===== config.mk =====
export PLATFORM = sky130hd
export DESIGN_NAME = zx_pager_top
export DESIGN_NICKNAME = d
export VERILOG_FILES = /design/src/zx_bus_pkg.sv /design/src/zx_map_pkg.sv /design/src/zx_pager_top.sv /design/src/mem_mapper.sv /design/src/window_pager.sv /design/src/zbus_sampler.sv
export VERILOG_INCLUDE_DIRS = /design/src
export SDC_FILE = /design/constraint.sdc
export NUM_CORES = 1
export LEC_CHECK = 0
export BUFFER_PORTS_ARGS = -buffer_cell sky130_fd_sc_hd__buf_2
export CORE_MARGIN = 5
export CORE_UTILIZATION = 40
export CTS_CLUSTER_SIZE = 10
export DETAILED_ROUTE_END_ITERATION = 7
export MAX_ROUTING_LAYER = met4
export PLACE_DENSITY_LB_ADDON = 0.3
export SYNTH_ARGS = -nofsm -noshare
export SYNTH_HDL_FRONTEND = slang
export SYNTH_SLANG_ARGS = --single-unit

===== constraint.sdc =====
create_clock -name fclk -period 3.1 [get_ports fclk]
set_clock_uncertainty 0.15 [all_clocks]
set_input_delay 0.31 -clock fclk [delete_from_list [all_inputs] [get_ports fclk]]
set_output_delay 0.31 -clock fclk [all_outputs]
set_load 0.05 [all_outputs]

===== src/zx_pager_config.svh =====
`ifndef ZX_PAGER_CONFIG_SVH
`define ZX_PAGER_CONFIG_SVH

// low address byte of the window pager ports, window in a[15:14]
`define ZX_PAGER_PORT_LO 8'hF7

// low address byte of the readback port, window in a[15:14]
`define ZX_READBACK_PORT_LO 8'hBE

// classic 128k paging port, fully decoded
`define ZX_PORT_7FFD 16'h7FFD

// z80 address map
`define ZX_NUM_WINDOWS 4
`define ZX_WINDOW_BITS 14
`define ZX_PAGE_BITS 7
`define ZX_ROMPG_BITS 5

// 7ffd bit that freezes all paging
`define ZX_LOCK_BIT 5

`endif

===== src/zx_bus_pkg.sv =====
`default_nettype none

`include "zx_pager_config.svh"

package zx_bus_pkg;

	//////////////////////////////
	// plain z80 bus quantities
	//////////////////////////////

	// 16-bit cpu address
	typedef logic [15:0] zaddr_t;

	// data byte
	typedef logic [7:0] zdata_t;

	// window number, taken from a[15:14]
	typedef logic [$clog2(`ZX_NUM_WINDOWS)-1:0] win_idx_t;

	//////////////////////////////
	// registered bus snapshot
	//////////////////////////////

	// strobes are active high here
	typedef struct packed {
		zaddr_t a;
		zdata_t d;
		logic   iorq;
		logic   mreq;
		logic   rd;
		logic   wr;
	} bus_sample_t;

	// one decoded port write, valid for a single fclk
	typedef struct packed {
		logic     valid;
		logic     hit_7ffd;
		logic     hit_pager;
		win_idx_t win;
		zdata_t   data;
	} port_wr_t;

endpackage

`default_nettype wire


===== src/zx_map_pkg.sv =====
`default_nettype none

`include "zx_pager_config.svh"

package zx_map_pkg;

	//////////////////////////////
	// page and address widths
	//////////////////////////////

	typedef logic [`ZX_PAGE_BITS-1:0] page_t;

	typedef logic [`ZX_ROMPG_BITS-1:0] rompg_t;

	// page number above the window offset
	typedef logic [`ZX_PAGE_BITS+`ZX_WINDOW_BITS-1:0] ram_addr_t;

	//////////////////////////////
	// window configuration
	//////////////////////////////

	// same layout as the byte written to the pager port
	typedef struct packed {
		logic  rom;
		page_t page;
	} win_cfg_t;

	// index 0 is the window at 0000
	typedef win_cfg_t [`ZX_NUM_WINDOWS-1:0] win_cfg_set_t;

	// memory access seen on the bus, split into window and offset
	typedef struct packed {
		logic                     valid;
		logic                     write;
		zx_bus_pkg::win_idx_t     win;
		logic [`ZX_WINDOW_BITS-1:0] offset;
	} mem_cyc_t;

endpackage

`default_nettype wire


===== src/zx_pager_top.sv =====
`timescale 1ns/1ps
`default_nettype none

module zx_pager_top (
	input  logic                  fclk,
	input  logic                  rst_n,
	input  logic                  iorq_n,
	input  logic                  mreq_n,
	input  logic                  rd_n,
	input  logic                  wr_n,
	input  zx_bus_pkg::zaddr_t    a,
	input  zx_bus_pkg::zdata_t    d_in,
	output zx_map_pkg::ram_addr_t ram_addr,
	output logic                  ram_cs_n,
	output logic                  rom_cs_n,
	output zx_map_pkg::rompg_t    rom_page,
	output zx_bus_pkg::zdata_t    d_out,
	output logic                  d_oe
);

	zx_bus_pkg::port_wr_t     port_wr;
	zx_map_pkg::mem_cyc_t     mem_cyc;
	logic                     rd_req;
	zx_bus_pkg::win_idx_t     rd_win;
	zx_map_pkg::win_cfg_set_t win_cfg;
	logic [2:0]               ram3_lo;

	//////////////////////////////
	// bus front end
	//////////////////////////////

	zbus_sampler u_sampler (
		.fclk    (fclk),
		.rst_n   (rst_n),
		.iorq_n  (iorq_n),
		.mreq_n  (mreq_n),
		.rd_n    (rd_n),
		.wr_n    (wr_n),
		.a       (a),
		.d_in    (d_in),
		.port_wr (port_wr),
		.mem_cyc (mem_cyc),
		.rd_req  (rd_req),
		.rd_win  (rd_win)
	);

	//////////////////////////////
	// paging registers
	//////////////////////////////

	window_pager u_pager (
		.fclk    (fclk),
		.rst_n   (rst_n),
		.port_wr (port_wr),
		.win_cfg (win_cfg),
		.ram3_lo (ram3_lo)
	);

	//////////////////////////////
	// address translation
	//////////////////////////////

	mem_mapper u_mapper (
		.fclk     (fclk),
		.rst_n    (rst_n),
		.mem_cyc  (mem_cyc),
		.rd_req   (rd_req),
		.rd_win   (rd_win),
		.win_cfg  (win_cfg),
		.ram3_lo  (ram3_lo),
		.ram_addr (ram_addr),
		.ram_cs_n (ram_cs_n),
		.rom_cs_n (rom_cs_n),
		.rom_page (rom_page),
		.d_out    (d_out),
		.d_oe     (d_oe)
	);

endmodule

`default_nettype wire


===== src/mem_mapper.sv =====
`timescale 1ns/1ps
`default_nettype none

`include "zx_pager_config.svh"

module mem_mapper (
	input  logic                     fclk,
	input  logic                     rst_n,
	input  zx_map_pkg::mem_cyc_t     mem_cyc,
	input  logic                     rd_req,
	input  zx_bus_pkg::win_idx_t     rd_win,
	input  zx_map_pkg::win_cfg_set_t win_cfg,
	input  logic [2:0]               ram3_lo,
	output zx_map_pkg::ram_addr_t    ram_addr,
	output logic                     ram_cs_n,
	output logic                     rom_cs_n,
	output zx_map_pkg::rompg_t       rom_page,
	output zx_bus_pkg::zdata_t       d_out,
	output logic                     d_oe
);

	localparam zx_bus_pkg::win_idx_t TOP_WIN = zx_bus_pkg::win_idx_t'(`ZX_NUM_WINDOWS - 1);

	zx_map_pkg::win_cfg_t sel_cfg;
	zx_map_pkg::page_t    eff_page;
	logic                 ram_hit;
	logic                 rom_hit;

	//////////////////////////////
	// translation
	//////////////////////////////

	always_comb
	begin
		sel_cfg = win_cfg[mem_cyc.win];
		eff_page = sel_cfg.page;
		// top window takes its low bank bits from 7ffd
		if (mem_cyc.win == TOP_WIN)
		begin
			eff_page[2:0] = ram3_lo;
		end
	end

	assign ram_hit = mem_cyc.valid & ~sel_cfg.rom;

	// rom is read only, writes just vanish
	assign rom_hit = mem_cyc.valid & sel_cfg.rom & ~mem_cyc.write;

	//////////////////////////////
	// memory selects
	//////////////////////////////

	always_ff @(posedge fclk or negedge rst_n)
	begin
		if (!rst_n)
		begin
			ram_cs_n <= 1'b1;
			rom_cs_n <= 1'b1;
			ram_addr <= '0;
			rom_page <= '0;
		end
		else
		begin
			ram_cs_n <= ~ram_hit;
			rom_cs_n <= ~rom_hit;
			if (ram_hit)
			begin
				ram_addr <= {eff_page, mem_cyc.offset};
			end
			// raw window page, the 7ffd bits apply to ram only
			if (rom_hit)
			begin
				rom_page <= sel_cfg.page[`ZX_ROMPG_BITS-1:0];
			end
		end
	end

	//////////////////////////////
	// readback port
	//////////////////////////////

	// stored byte, not the effective page
	always_ff @(posedge fclk or negedge rst_n)
	begin
		if (!rst_n)
		begin
			d_oe <= 1'b0;
			d_out <= '0;
		end
		else
		begin
			d_oe <= rd_req;
			if (rd_req)
			begin
				d_out <= zx_bus_pkg::zdata_t'(win_cfg[rd_win]);
			end
		end
	end

endmodule

`default_nettype wire


===== src/window_pager.sv =====
`timescale 1ns/1ps
`default_nettype none

`include "zx_pager_config.svh"

module window_pager (
	input  logic                     fclk,
	input  logic                     rst_n,
	input  zx_bus_pkg::port_wr_t     port_wr,
	output zx_map_pkg::win_cfg_set_t win_cfg,
	output logic [2:0]               ram3_lo
);

	//////////////////////////////
	// reset mapping
	//////////////////////////////

	// rom 0 at 0000, then ram 5, ram 2, ram 0 like a plain 128k machine
	localparam zx_map_pkg::win_cfg_t CFG_WIN0 = '{rom: 1'b1, page: 7'd0};
	localparam zx_map_pkg::win_cfg_t CFG_WIN1 = '{rom: 1'b0, page: 7'd5};
	localparam zx_map_pkg::win_cfg_t CFG_WIN2 = '{rom: 1'b0, page: 7'd2};
	localparam zx_map_pkg::win_cfg_t CFG_WIN3 = '{rom: 1'b0, page: 7'd0};

	localparam zx_map_pkg::win_cfg_set_t RESET_MAP = {CFG_WIN3, CFG_WIN2, CFG_WIN1, CFG_WIN0};

	zx_map_pkg::win_cfg_set_t cfg_q;
	zx_bus_pkg::zdata_t       p7ffd_q;
	logic                     locked;
	logic                     wr_7ffd;
	logic                     wr_pager;

	// lock lives inside 7ffd itself
	// once set nothing can write 7ffd again, so it sticks until reset
	assign locked = p7ffd_q[`ZX_LOCK_BIT];

	assign wr_7ffd = port_wr.valid & port_wr.hit_7ffd & ~locked;
	assign wr_pager = port_wr.valid & port_wr.hit_pager & ~locked;

	//////////////////////////////
	// window registers
	//////////////////////////////

	always_ff @(posedge fclk or negedge rst_n)
	begin
		if (!rst_n)
		begin
			cfg_q <= RESET_MAP;
		end
		else if (wr_pager)
		begin
			// bit 7 rom, bits 6:0 page
			cfg_q[port_wr.win] <= zx_map_pkg::win_cfg_t'(port_wr.data);
		end
	end

	//////////////////////////////
	// port 7ffd
	//////////////////////////////

	always_ff @(posedge fclk or negedge rst_n)
	begin
		if (!rst_n)
		begin
			p7ffd_q <= '0;
		end
		else if (wr_7ffd)
		begin
			p7ffd_q <= port_wr.data;
		end
	end

	assign win_cfg = cfg_q;

	// 128k bank select, only window 3 uses it
	assign ram3_lo = p7ffd_q[2:0];

endmodule

`default_nettype wire


===== src/zbus_sampler.sv =====
`timescale 1ns/1ps
`default_nettype none

`include "zx_pager_config.svh"

module zbus_sampler (
	input  logic                   fclk,
	input  logic                   rst_n,
	input  logic                   iorq_n,
	input  logic                   mreq_n,
	input  logic                   rd_n,
	input  logic                   wr_n,
	input  zx_bus_pkg::zaddr_t     a,
	input  zx_bus_pkg::zdata_t     d_in,
	output zx_bus_pkg::port_wr_t   port_wr,
	output zx_map_pkg::mem_cyc_t   mem_cyc,
	output logic                   rd_req,
	output zx_bus_pkg::win_idx_t   rd_win
);

	zx_bus_pkg::bus_sample_t smp;
	logic                    io_wr;
	logic                    io_rd;
	logic                    io_wr_prev;

	//////////////////////////////
	// bus capture
	//////////////////////////////

	// one snapshot per fclk, strobes flipped to active high
	always_ff @(posedge fclk or negedge rst_n)
	begin
		if (!rst_n)
		begin
			smp <= '0;
			io_wr_prev <= 1'b0;
		end
		else
		begin
			smp.a <= a;
			smp.d <= d_in;
			smp.iorq <= ~iorq_n;
			smp.mreq <= ~mreq_n;
			smp.rd <= ~rd_n;
			smp.wr <= ~wr_n;
			io_wr_prev <= io_wr;
		end
	end

	assign io_wr = smp.iorq & smp.wr;
	assign io_rd = smp.iorq & smp.rd;

	//////////////////////////////
	// decode
	//////////////////////////////

	// port write fires once, on its first sampled cycle
	always_comb
	begin
		port_wr.valid = io_wr & ~io_wr_prev;
		port_wr.hit_7ffd = (smp.a == `ZX_PORT_7FFD);
		port_wr.hit_pager = (smp.a[7:0] == `ZX_PAGER_PORT_LO);
		port_wr.win = smp.a[15:`ZX_WINDOW_BITS];
		port_wr.data = smp.d;
	end

	// readback is a level, held while the strobes stay low
	assign rd_req = io_rd & (smp.a[7:0] == `ZX_READBACK_PORT_LO);
	assign rd_win = smp.a[15:`ZX_WINDOW_BITS];

	// refresh has mreq without rd or wr and is ignored
	always_comb
	begin
		mem_cyc.valid = smp.mreq & (smp.rd | smp.wr);
		mem_cyc.write = smp.wr;
		mem_cyc.win = smp.a[15:`ZX_WINDOW_BITS];
		mem_cyc.offset = smp.a[`ZX_WINDOW_BITS-1:0];
	end

endmodule

`default_nettype wire


======== Yosys cells after proc, flatten, opt, wreduce, memory -nomap -nowiden ========
Index checks and enable logic that the tools add are counted.
cells by class
  equality and inequality tests ........... 4
  bitwise gates (word level) .............. 23
  order comparisons ....................... 2
  multiplexer cells ....................... 6
  reductions and logical operators ........ 1
operators by type and width
  kind                                                  number
  bitwise mux 32 bit                                    1
  binary-select mux 8 bit (select 2 bit)                1
  demux 8 bit (select 2 bit)                            1
  == test 16 x 15 -> 1 bit (second input constant)      1
  == test 8 bit (second input constant)                 2
  2-to-1 mux 8 bit                                      2
  bitwise AND 1 bit                                     12
  inverter 1 bit                                        10
  < comparator 2 x 3 -> 1 bit (second input constant)   1
  2-to-1 mux 3 bit                                      1
  == test 2 bit (second input constant)                 1
  >= comparator 2 x 1 -> 1 bit (second input constant)  1
  logical AND 1 bit                                     1
  OR 1 bit                                              1
storage, ports and cells
  register bits ........................... 104
  output and inout port bits .............. 37
  bits of input ports ..................... 30
  word-level logic and storage cells ...... 58

======== Logic depth before layout (Yosys ltp) ========
Gate-level depths: netlist (run 1).
  depth after elaboration ................. 5
  depth in mapped cells ................... 5
  gate-level depth less buffers ........... 4

======== Cells and area by module ========
Synthesis (run 1) repeated with hierarchy kept, for this count alone.
second synthesis, totals
  cells, all modules ...................... 266
  area total of the unflattened synthesis .. 4449.3 sq um
by module, submodules not included
  module        cells an instance  times used  seq. area each (sq um)  area an instance (sq um)
  mem_mapper    106                1           928.4                   1959.4
  window_pager  85                 1           905.9                   1433.9
  zbus_sampler  75                 1           725.7                   1056.0

======== Worst setup path before layout (run 1) ========
OpenSTA, ideal clock, no wires.
  path kind ............................... flip-flop to flip-flop
  start point ............................. register u_sampler.smp, in the netlist u_sampler.mem_cyc[14]
  end point ............................... register u_mapper.ram_addr[10]
  arrival ................................. 1.872 ns
  path buffers ............................ 2
  stages on the path, launching flop included .. 6
  setup slack ............................. 0.953 ns
  data required time ...................... 2.825 ns
  period minus slack after synthesis ...... 2.147 ns
  setup time .............................. 0.125 ns
  cell sequence ........................... dfrtp_1 > buf_2 > mux4_2 > nor2_1 > buf_2 > mux2_2
on the way
  cells in the longest elaborated chain, start to end .. 4
ends and longest elaborated chain
  what                                    line                text
  start: declaration                      zbus_sampler.sv:21  zx_bus_pkg::bus_sample_t smp;
  binary-select mux 8 bit (select 2 bit)  mem_mapper.sv:35    sel_cfg = win_cfg[mem_cyc.win];
  2-to-1 mux 8 bit (not written as such)  mem_mapper.sv:35
  inverter 1 bit                          mem_mapper.sv:44    assign ram_hit = mem_cyc.valid & ~sel_cfg.rom;
  bitwise AND 1 bit                       mem_mapper.sv:44
  end signal: assignment                  mem_mapper.sv:68    ram_addr <= {eff_page, mem_cyc.offset};
  end: declaration                        mem_mapper.sv:14    output zx_map_pkg::ram_addr_t ram_addr,
Every way passes these cells. The select of a mux whose other input is x is not followed.
A chain may end at the register's enable or synchronous reset.

======== Worst setup path in the final report (run 1) ========
  start point ............................. register u_sampler.smp, in the netlist u_sampler.mem_cyc[15]
  end point ............................... register u_pager.cfg_q, in the netlist u_pager.win_cfg[21]
on the way
  cells in the longest elaborated chain, start to end .. 5
  elaborated cells on any way between the ends .. 6
  those cells by class .................... 2 x order compare; 3 x mux; 1 x reduce/logical
ends and longest elaborated chain
  what                                                                                               line                text
  < comparator 2 x 3 -> 1 bit (not written as such) or >= comparator 2 x 1 -> 1 bit (tied branches)  window_pager.sv:52  cfg_q[port_wr.win] <= zx_map_pkg::win_cfg_t'(port_wr.data);
  logical AND 1 bit (not written as such)                                                            window_pager.sv:52
  2-to-1 mux 8 bit (not written as such)                                                             window_pager.sv:52
  demux 8 bit (select 2 bit) (*)                                                                     -
  bitwise mux 32 bit (*)                                                                             window_pager.sv:52
  end signal: indexed assignment                                                                     window_pager.sv:52
  end: declaration                                                                                   window_pager.sv:26  zx_map_pkg::win_cfg_set_t cfg_q;
Mark *: on every way between the ends. The rest lies on a longest branch, timed or not.

==> results of run 1 <==
## kinds of logic after synthesis
kind of cell / share of synthesized area (%)
simple gates: 5.450
compound gates: 1.687
flops: 66.36
mux: 24.91
buf+inv: 1.589
## flip-flops by register name (all words and copies together) (netlist names)
| name | cells |
|---|---|
| u_mapper.d_out | 8 |
| u_sampler.mem_cyc | 17 |
| u_sampler.io_wr_prev | 1 |
| u_mapper.ram_cs_n | 1 |
| u_sampler.port_wr | 8 |
| u_pager.win_cfg | 32 |
| u_mapper.rom_page | 5 |
| u_mapper.rom_cs_n | 1 |
| u_mapper.ram_addr | 21 |
| u_mapper.d_oe | 1 |
| u_pager.p7ffd_q | 4 |
| u_sampler.smp | 3 |
## timing repair
item | 4_1_cts | 5_1_grt
setup buffers | 0 | 0
endpoints found under the hold margin | 78 | 0
hold buffers | 29 | 0
## Yosys cell counts (all sizes together)
| master | n | share of area (%) |
|---|---|---|
| dfrtp | 96 | 62 |
| mux2 | 69 | 20 |
| inv | 8 | 0.78 |
| a21oi | 6 | 0.78 |
| dfstp | 6 | 4.1 |
| mux2i | 6 | 1.6 |
| buf | 5 | 0.62 |
| mux4 | 5 | 2.9 |
| a211oi | 3 | 0.58 |
| nand2 | 3 | 0.29 |
| nand4b | 3 | 0.68 |
| nor2b | 3 | 0.49 |
| clkbuf | 2 | 0.19 |
| nand3 | 2 | 0.26 |
| nand4 | 2 | 0.49 |
| nor2 | 2 | 0.19 |
| nor4 | 2 | 0.71 |
| and2 | 1 | 0.16 |
| and3 | 1 | 0.16 |
| nand3b | 1 | 0.19 |
| nand4bb | 1 | 0.29 |
| nor3 | 1 | 0.26 |
| nor3b | 1 | 0.19 |
| nor4bb | 1 | 0.26 |
| o21ai | 1 | 0.13 |
| o21bai | 1 | 0.19 |
| or3 | 1 | 0.29 |
| or3b | 1 | 0.23 |
| or4 | 1 | 0.29 |
## layer usage
layer,vias to the layer above,wire [um],share of wire (%),global-route usage [%]
met2,50,3574,48,21.23
met5,-,0,0,-
met1,1177,3388,46,18.22
met4,0,117,1.6,4.599
li1,1045,-,-,-
met3,10,302,4.1,3.164
## area by class of cell
cell class	count	area (um^2)	share of cell area, %
clock buffer	11	141.4	2.911
clock inverter	4	47.55	0.9789
inverter	8	30.03	0.6182
multi-input combinational	118	1239	25.50
sequential	102	2560	52.70
tap	129	161.4	3.323
timing repair buffer	99	678.2	13.96
## power breakdown
part / total, uW / internal [uW] / switching [uW]
Clock: 806 / 389 / 418
Combinational: 297 / 105 / 192
Sequential: 1420 / 1380 / 32.9
## metrics by stage
stage	hold WS (ns)	setup slack [ns]	utilization (%)	cell area, um^2	total power, uW
2_1_floorplan	-0.1356	0.9531	-	3857	1611
3_3_place_gp	0.2596	0.7619	46.93	4378	1713
3_5_place_dp	0.2596	0.7320	46.93	4378	1717
4_1_cts	0.3495	0.7001	52.07	4857	2551
5_1_grt	0.3636	0.6315	52.07	4857	2632
6_report	0.3433	0.7356	52.07	4857	2520
## final timing paths
path	endpoint	depth (start not counted)	slack [ns]	startpoint
max	u_pager.win_cfg[21]$_DFFE_PN0P_	4	0.74	u_sampler.mem_cyc[15]$_DFF_PN0_
min	u_mapper.ram_addr[8]$_DFFE_PN0P_	1	0.34	u_mapper.ram_addr[8]$_DFFE_PN0P_
max reg2reg	u_pager.win_cfg[21]$_DFFE_PN0P_	4	0.74	u_sampler.mem_cyc[15]$_DFF_PN0_
min reg2reg	u_mapper.ram_addr[8]$_DFFE_PN0P_	1	0.34	u_mapper.ram_addr[8]$_DFFE_PN0P_
max in group asynchronous	u_pager.win_cfg[7]$_DFFE_PN1P_	3	1.65	rst_n
min in group asynchronous	u_sampler.port_wr[4]$_DFF_PN0_	2	0.39	rst_n
## critical path, delay by kind of cell, from the launching register on
kind / cells / cell delay [ns]
buffers and inverters: 2 / 0.40
multiplexers: 1 / 0.41
flip-flops: 1 / 0.59
AND/OR/NAND/NOR: 1 / 0.70
==> out/qor.txt, run 1 <==
synthesized area per cell: 16.41 um^2
layout cell share with drive strength beyond 1: 49.42%
max-cap violation count: 0
final wirelength: 7.382 mm
crit path kind: reg -> reg
GRT Residual Overflow: 0
CTS sink cnt: 102
DRT iter0 DRCs: 63
final net count: 368
ant diodes: 0
flop and latch count out of synthesis: 102
hpwl dp: 5.028 mm
crit path DAT: 2.45 ns
RSZ-0062 raised after global routing: false
fin crit share: 76.27%
Netlist Area Pre-Place: 3857 um^2
FP Rows: 35
critical path endpoint category: register
WL/cell: 15.67 um
PwrDens: 518.8 nW/um^2
Die Span Y: 108.2 um
commonest non-fill, non-tap cell in the layout: dfrtp_1
min cycle time layout: 2.364 ns
final hold viol count: 0
post-synth cell types: 35
sequential element share of the synthesized area: 66.36%
detailed-route DRC error count: 0
Antenna Violating Nets Remaining: 0
Worst Hold Class: reg -> reg
synth warn: 0
setup violators final: 0
I/O pin total: 67
Initial Util: 41.35%
first-pass GRT wire length: 11.98 mm
largest net degree at the start of global routing: 57
final setup TNS: 0 ns
root buffer cell: clkbuf_8
crit-path max FO: 12
GPL Wtd Cong: 0.7476
Worst slew margin: 44.24%
CTS buffer count: 9
core area: 9328 um^2
Post-Layout Cell Count: 471
worst-margin pin slew: 0.8319 ns
via density per instance: 4.845
Port Buffer Count: 66
clock-pin slew on the worst setup and hold paths: 0.09 ns
Area growth, synth to finish: 25.92%
Tot GR Track Use: 13.80%
Cells after Synth: 235
Die W: 108.2 um
Fillers: 784
Crit-path slowest cell: nor4_4
worst ir drop on vdd: 250.1 uV
Setup crit start kind: register
H-tree Lvls: 3
worst skew pair latency: 0.35 ns
CTS resizes: 0
worst-path cell chain: buf_4 > inv_1 > nor4_4 > mux2_2
Pleak: 0.002387 uW
Max clock buf depth: 2
Inst Count DP: 427
total iterations of the first detailed-routing run: 4
Peak Freq: 422.9 MHz
max-slew violations: 0
Total Die Area: 11710 um^2
vias in the first global route: 2267
run status: finished clean
Syn Nets: 265
initial antenna violation count: 0
most frequent cells in the layout: dfrtp_1, buf_2, mux2_2
Worst Path Required: 3.19 ns
CTS tree: yes
total number of vias: 2282
slowest stage delay, CP: 0.70 ns
Power figures use the tool's default switching activity.
==> inputs of run 2 (changes only) <==
clock period = 2.5 ns   (was 3.1 ns; I/O delays follow)
==> run 2 against run 1 <==
Register-to-register slack got worse by 0.41 ns. Non-clock buffer count increased by 4. Clock power increased by 25%. Count of clock-buffer cells in the layout decreased by 2. Utilization increased by 0.28 points. Combinational power increased by 24%. First-iteration DRC count unchanged. Sequential cell count unchanged. Global-route usage increased by 0.12 points. Critical path type unchanged. Highest routed layer unchanged.
==> out/qor.txt, run 2 (synthesis results as in run 1) <==
hold slack: 0.2517 ns
layout cell share with drive strength beyond 1: 50.43%
Initial Util: 41.35%
Tot GR Track Use: 13.93%
Area growth, synth to finish: 26.60%
run status: finished clean
WL/cell: 15.57 um
total number of vias: 2278
CTS sink cnt: 102
RSZ-0062 raised after global routing: false
largest net degree at the start of global routing: 65
commonest non-fill, non-tap cell in the layout: dfrtp_1
max reg flops: 32
Fillers: 816
CTS tree: yes
final setup TNS: 0 ns
Port Buffer Count: 66
Setup crit start kind: register
CTS buffer count: 9
root buffer cell: clkbuf_8
worst ir drop on vdd: 243.1 uV
GRT Residual Overflow: 0
Worst Path Required: 2.59 ns
via density per instance: 4.786
Int Power: 2310 uW
Max clock buf depth: 2
switching share of power: 26.36%
I/O pin total: 67
Worst slew margin: 66.49%
fin crit share: 87.16%
Total Die Area: 11710 um^2
Placement Setup Slack: 0.3212 ns
crit-path max FO: 8
Seq pwr share: 55.9%
most frequent cells in the layout: dfrtp_1, buf_2, mux2_2
clock-pin slew on the worst setup and hold paths: 0.09 ns
combinational share of power: 11.7%
final net count: 372
ant diodes: 0
Die Span Y: 108.2 um
Antenna Violating Nets Remaining: 0
final hold viol count: 0
core area: 9328 um^2
min cycle time layout: 2.179 ns
start point of the critical path: u_sampler.mem_cyc[3]$_DFF_PN0_
crit path DAT: 2.27 ns
setup violators final: 0
PwrDens: 642.3 nW/um^2
detailed-route DRC error count: 0
total iterations of the first detailed-routing run: 4
hpwl dp: 5.117 mm
crit path kind: reg -> reg
DRT iter0 DRCs: 63
vias in the first global route: 2371
critical path endpoint category: register
worst-margin pin slew: 0.5027 ns
Worst R2R Setup Slack: 0.32 ns
first-pass GRT wire length: 12.06 mm
GPL Wtd Cong: 0.7707
H-tree Lvls: 3
max-cap violation count: 0
FP Rows: 35
Pleak: 0.002408 uW
final setup margin: 0.3210 ns
Peak Freq: 458.9 MHz
final wirelength: 7.410 mm
initial antenna violation count: 0
Psw: 826.8 uW
Worst Hold Class: in -> async
clock network power share: 32.3%
worst skew pair latency: 0.36 ns
CTS resizes: 0
Reg-to-Reg Start: u_sampler.mem_cyc[3]$_DFF_PN0_
max-slew violations: 0
Die W: 108.2 um
## run 2: repair_timing
item / CTS / global route
endpoints found under the setup margin: 0 / 0
hold buffers: 29 / 0
hold endpoints to repair: 63 / 0
buffers inserted: 0 / 0
## run 2: worst paths after layout
kind	endpoint	depth (start not counted)
max in group asynchronous	u_pager.win_cfg[10]$_DFFE_PN1P_	3
min in group fclk	u_mapper.ram_addr[8]$_DFFE_PN0P_	1
max	u_pager.win_cfg[25]$_DFFE_PN0P_	4
max reg2reg	u_pager.win_cfg[25]$_DFFE_PN0P_	4
min reg2reg	u_mapper.ram_addr[8]$_DFFE_PN0P_	1
min	u_sampler.port_wr[4]$_DFF_PN0_	2
## run 2: through the flow
| step | std cells | instance area, um^2 | total power [uW] | utilization (%) |
|---|---|---|---|---|
| 2_1_floorplan | 235 | 3857 | 1998 | - |
| 3_3_place_gp | 431 | 4395 | 2124 | 47.12 |
| 3_5_place_dp | 431 | 4395 | 2129 | 47.12 |
| 4_1_cts | 476 | 4883 | 3189 | 52.35 |
| 5_1_grt | 476 | 4883 | 3280 | 52.35 |
| 6_report | 476 | 4883 | 3137 | 52.35 |
## run 2: area by class of cell
| type | instances | area (um^2) | share of cell area, % |
|---|---|---|---|
| sequential | 102 | 2560 | 52.42 |
| multi-input combinational | 118 | 1239 | 25.37 |
| timing repair buffer | 103 | 695.7 | 14.25 |
| tap | 129 | 161.4 | 3.305 |
| clock buffer | 9 | 123.9 | 2.537 |
| clock inverter | 7 | 73.82 | 1.512 |
| inverter | 8 | 30.03 | 0.6149 |
## run 2: routing by layer
layer / vias up / GRT usage, % / wire length (um)
li1: 1053 / - / -
met1: 1165 / 16.95 / 3251
met2: 46 / 22.60 / 3717
met3: 14 / 3.284 / 305
met4: 0 / 5.410 / 135
met5: - / - / 0
## run 2: power groups by stage
stage / clock network, uW / registers, uW / logic, uW
global placement: 0 / 1790 / 338
CTS: 1060 / 1760 / 376
global route: 1120 / 1760 / 395
finish: 1010 / 1760 / 368
detailed placement: 0 / 1790 / 341
floorplan: 0 / 1920 / 81.4
## run 2: worst max-delay path, stage by stage (launching register included)
cell      delay [ns]
dfrtp_1         0.41
nand3b_1        0.24
nor4_1          0.44
and3_1          0.45
mux2_2          0.38
==> inputs of run 3 (changes only) <==
CORE_UTILIZATION = 35   (was 40)
PLACE_DENSITY = 0.54   (was not set)
PLACE_DENSITY_LB_ADDON = not set   (was 0.3)
==> run 3 against run 2 <==
Global-route usage shrank 1.1 points. Cell count rose by 2.5%. Count of clock-buffer cells in the layout up 1.
==> out/qor.txt, run 3 (synthesis results as in run 1) <==
CP delay by family, top: simple AND/OR/NAND/NOR gates
Power, Total: 3114 uW
Port Buffer Count: 66
worst setup path end: u_pager.win_cfg[27]$_DFFE_PN0P_
critical path depth: 4
Antenna Violating Nets Remaining: 0
switching share of power: 26.03%
FF+latch area: 2560 um^2
slowest stage delay, CP: 0.48 ns
GPL Wtd Cong: 0.7262
Met3 Routed Length: 368 um
largest net degree at the start of global routing: 47
Initial Util: 35.58%
Post-Layout Cell Count: 488
crit path kind: reg -> reg
worst-path cell chain: or3b_1 > nor4_1 > and3_1 > mux2_2
Tot GR Track Use: 12.88%
fin crit share: 89.72%
Peak Freq: 445.8 MHz
max-cap violation count: 0
Die Span Y: 115.0 um
initial antenna violation count: 0
CTS buffer count: 9
worst-margin pin slew: 0.6005 ns
Die W: 115.0 um
RSZ-0062 raised after global routing: false
Psw: 810.5 uW
FP Rows: 38
clock-pin slew on the worst setup and hold paths: 0.09 ns
CTS tree: yes
worst ir drop on vdd: 309.9 uV
Reg-to-Reg Start: u_pager.p7ffd_q[5]$_DFFE_PN0P_
start point of the critical path: u_pager.p7ffd_q[5]$_DFFE_PN0P_
Total Die Area: 13220 um^2
most frequent cells in the layout: dfrtp_1, buf_2, mux2_2
max reg flops: 32
H-tree Lvls: 3
Fillers: 996
CTS sink cnt: 102
core area: 10840 um^2
Pleak: 0.002398 uW
Area growth, synth to finish: 26.79%
crit path DAT: 2.33 ns
Crit-path slowest cell: and3_1
clock network power share: 31.7%
vias in the first global route: 2437
FF-to-FF End: u_pager.win_cfg[27]$_DFFE_PN0P_
Worst R2R Setup Slack: 0.26 ns
commonest non-fill, non-tap cell in the layout: dfrtp_1
layout cell share with drive strength beyond 1: 50.29%
ant diodes: 0
final wirelength: 7.715 mm
root buffer cell: clkbuf_8
first-pass GRT wire length: 12.74 mm
hpwl dp: 5.479 mm
Setup crit start kind: register
DRT iter0 DRCs: 42
met1 wire length: 3.528 mm
I/O pin total: 67
PwrDens: 636.6 nW/um^2
Inst Count DP: 444
run status: finished clean
Worst slew margin: 59.96%
Worst Hold Class: in -> async
GRT Residual Overflow: 0
total iterations of the first detailed-routing run: 4
met2 WL: 3.708 mm
R2R cell count: 4
final hold viol count: 0
Max clock buf depth: 2
detailed-route DRC error count: 0
critical path endpoint category: register
max-slew violations: 0
min cycle time layout: 2.243 ns
Int Power: 2303 uW
Worst Path Required: 2.59 ns
setup violators final: 0
combinational share of power: 11.9%
crit-path max FO: 8
final net count: 374
highest routed metal layer: met4
WL/cell: 15.81 um
worst skew pair latency: 0.35 ns
multi-input logic area: 1239 um^2
final setup TNS: 0 ns
total number of vias: 2260
post-CTS setup buffers: 0
worst path buffer plus inverter count: 0
Seq pwr share: 56.4%
via density per instance: 4.631
[run 3: changes by cell type in the layout (fill, tap and decap cells not counted), sizes merged]
cell      change
clkinvlp      +2
clkinv        -3
clkbuf        +1
inv           -1
buf           +2
[run 3: timing repair]
action,CTS,global route
resized for setup,0,0
hold buffers,29,0
endpoints found under the hold margin,68,0
[run 3: how the worst min path moves through the flow]
stage          start                           endpoint  slack, ns  depth (start not counted)
3_5_place_dp   rst_n     u_sampler.port_wr[4]$_DFF_PN0_       0.16                          1
5_1_grt        rst_n  u_mapper.ram_addr[16]$_DFFE_PN0P_       0.34                          2
2_1_floorplan  rst_n            u_mapper.d_oe$_DFF_PN0_      -0.20                          0
3_3_place_gp   rst_n     u_sampler.port_wr[4]$_DFF_PN0_       0.15                          1
6_report       rst_n     u_sampler.port_wr[4]$_DFF_PN0_       0.30                          2
4_1_cts        rst_n     u_sampler.port_wr[4]$_DFF_PN0_       0.31                          2
[run 3: final cells by class]
cell class | count | share of cell area, %
Sequential cell | 102 | 52.34
Multi-Input combinational cell | 118 | 25.33
Timing Repair Buffer | 105 | 14.27
Tap cell | 140 | 3.581
Clock buffer | 10 | 2.609
Clock inverter | 5 | 1.254
Inverter | 8 | 0.6140
[run 3: worst register-to-register path, cell delays in order, from the launching register on]
cell and delay [ns]:
dfrtp_1 0.39, or3b_1 0.37, nor4_1 0.35, and3_1 0.48, mux2_2 0.39
[run 3: layer usage]
| metal | track usage, % | vias up |
|---|---|---|
| met5 | - | - |
| met4 | 3.991 | 0 |
| met3 | 2.474 | 9 |
| met2 | 19.79 | 44 |
| met1 | 17.39 | 1142 |
| li1 | - | 1065 |
[run 3: per-stage QoR]
stage	utilization, %	setup slack [ns]	cell area, um^2	hold WS [ns]
after detailed placement	40.70	0.2463	4412	0.1553
after CTS	45.12	0.2140	4891	0.3086
after global routing	45.12	0.1440	4891	0.3406
after global placement	40.70	0.3091	4412	0.1477
after floorplan	-	0.3531	3857	-0.1956
final	45.12	0.2569	4891	0.3030
[run 3: power by group through the flow]
stage               combinational (uW)  sequential [uW]  clock [uW]
floorplan                         81.4             1920           0
global placement                   341             1790           0
detailed placement                 344             1790           0
CTS                                378             1760        1030
global route                       397             1770        1100
finish                             370             1760         988
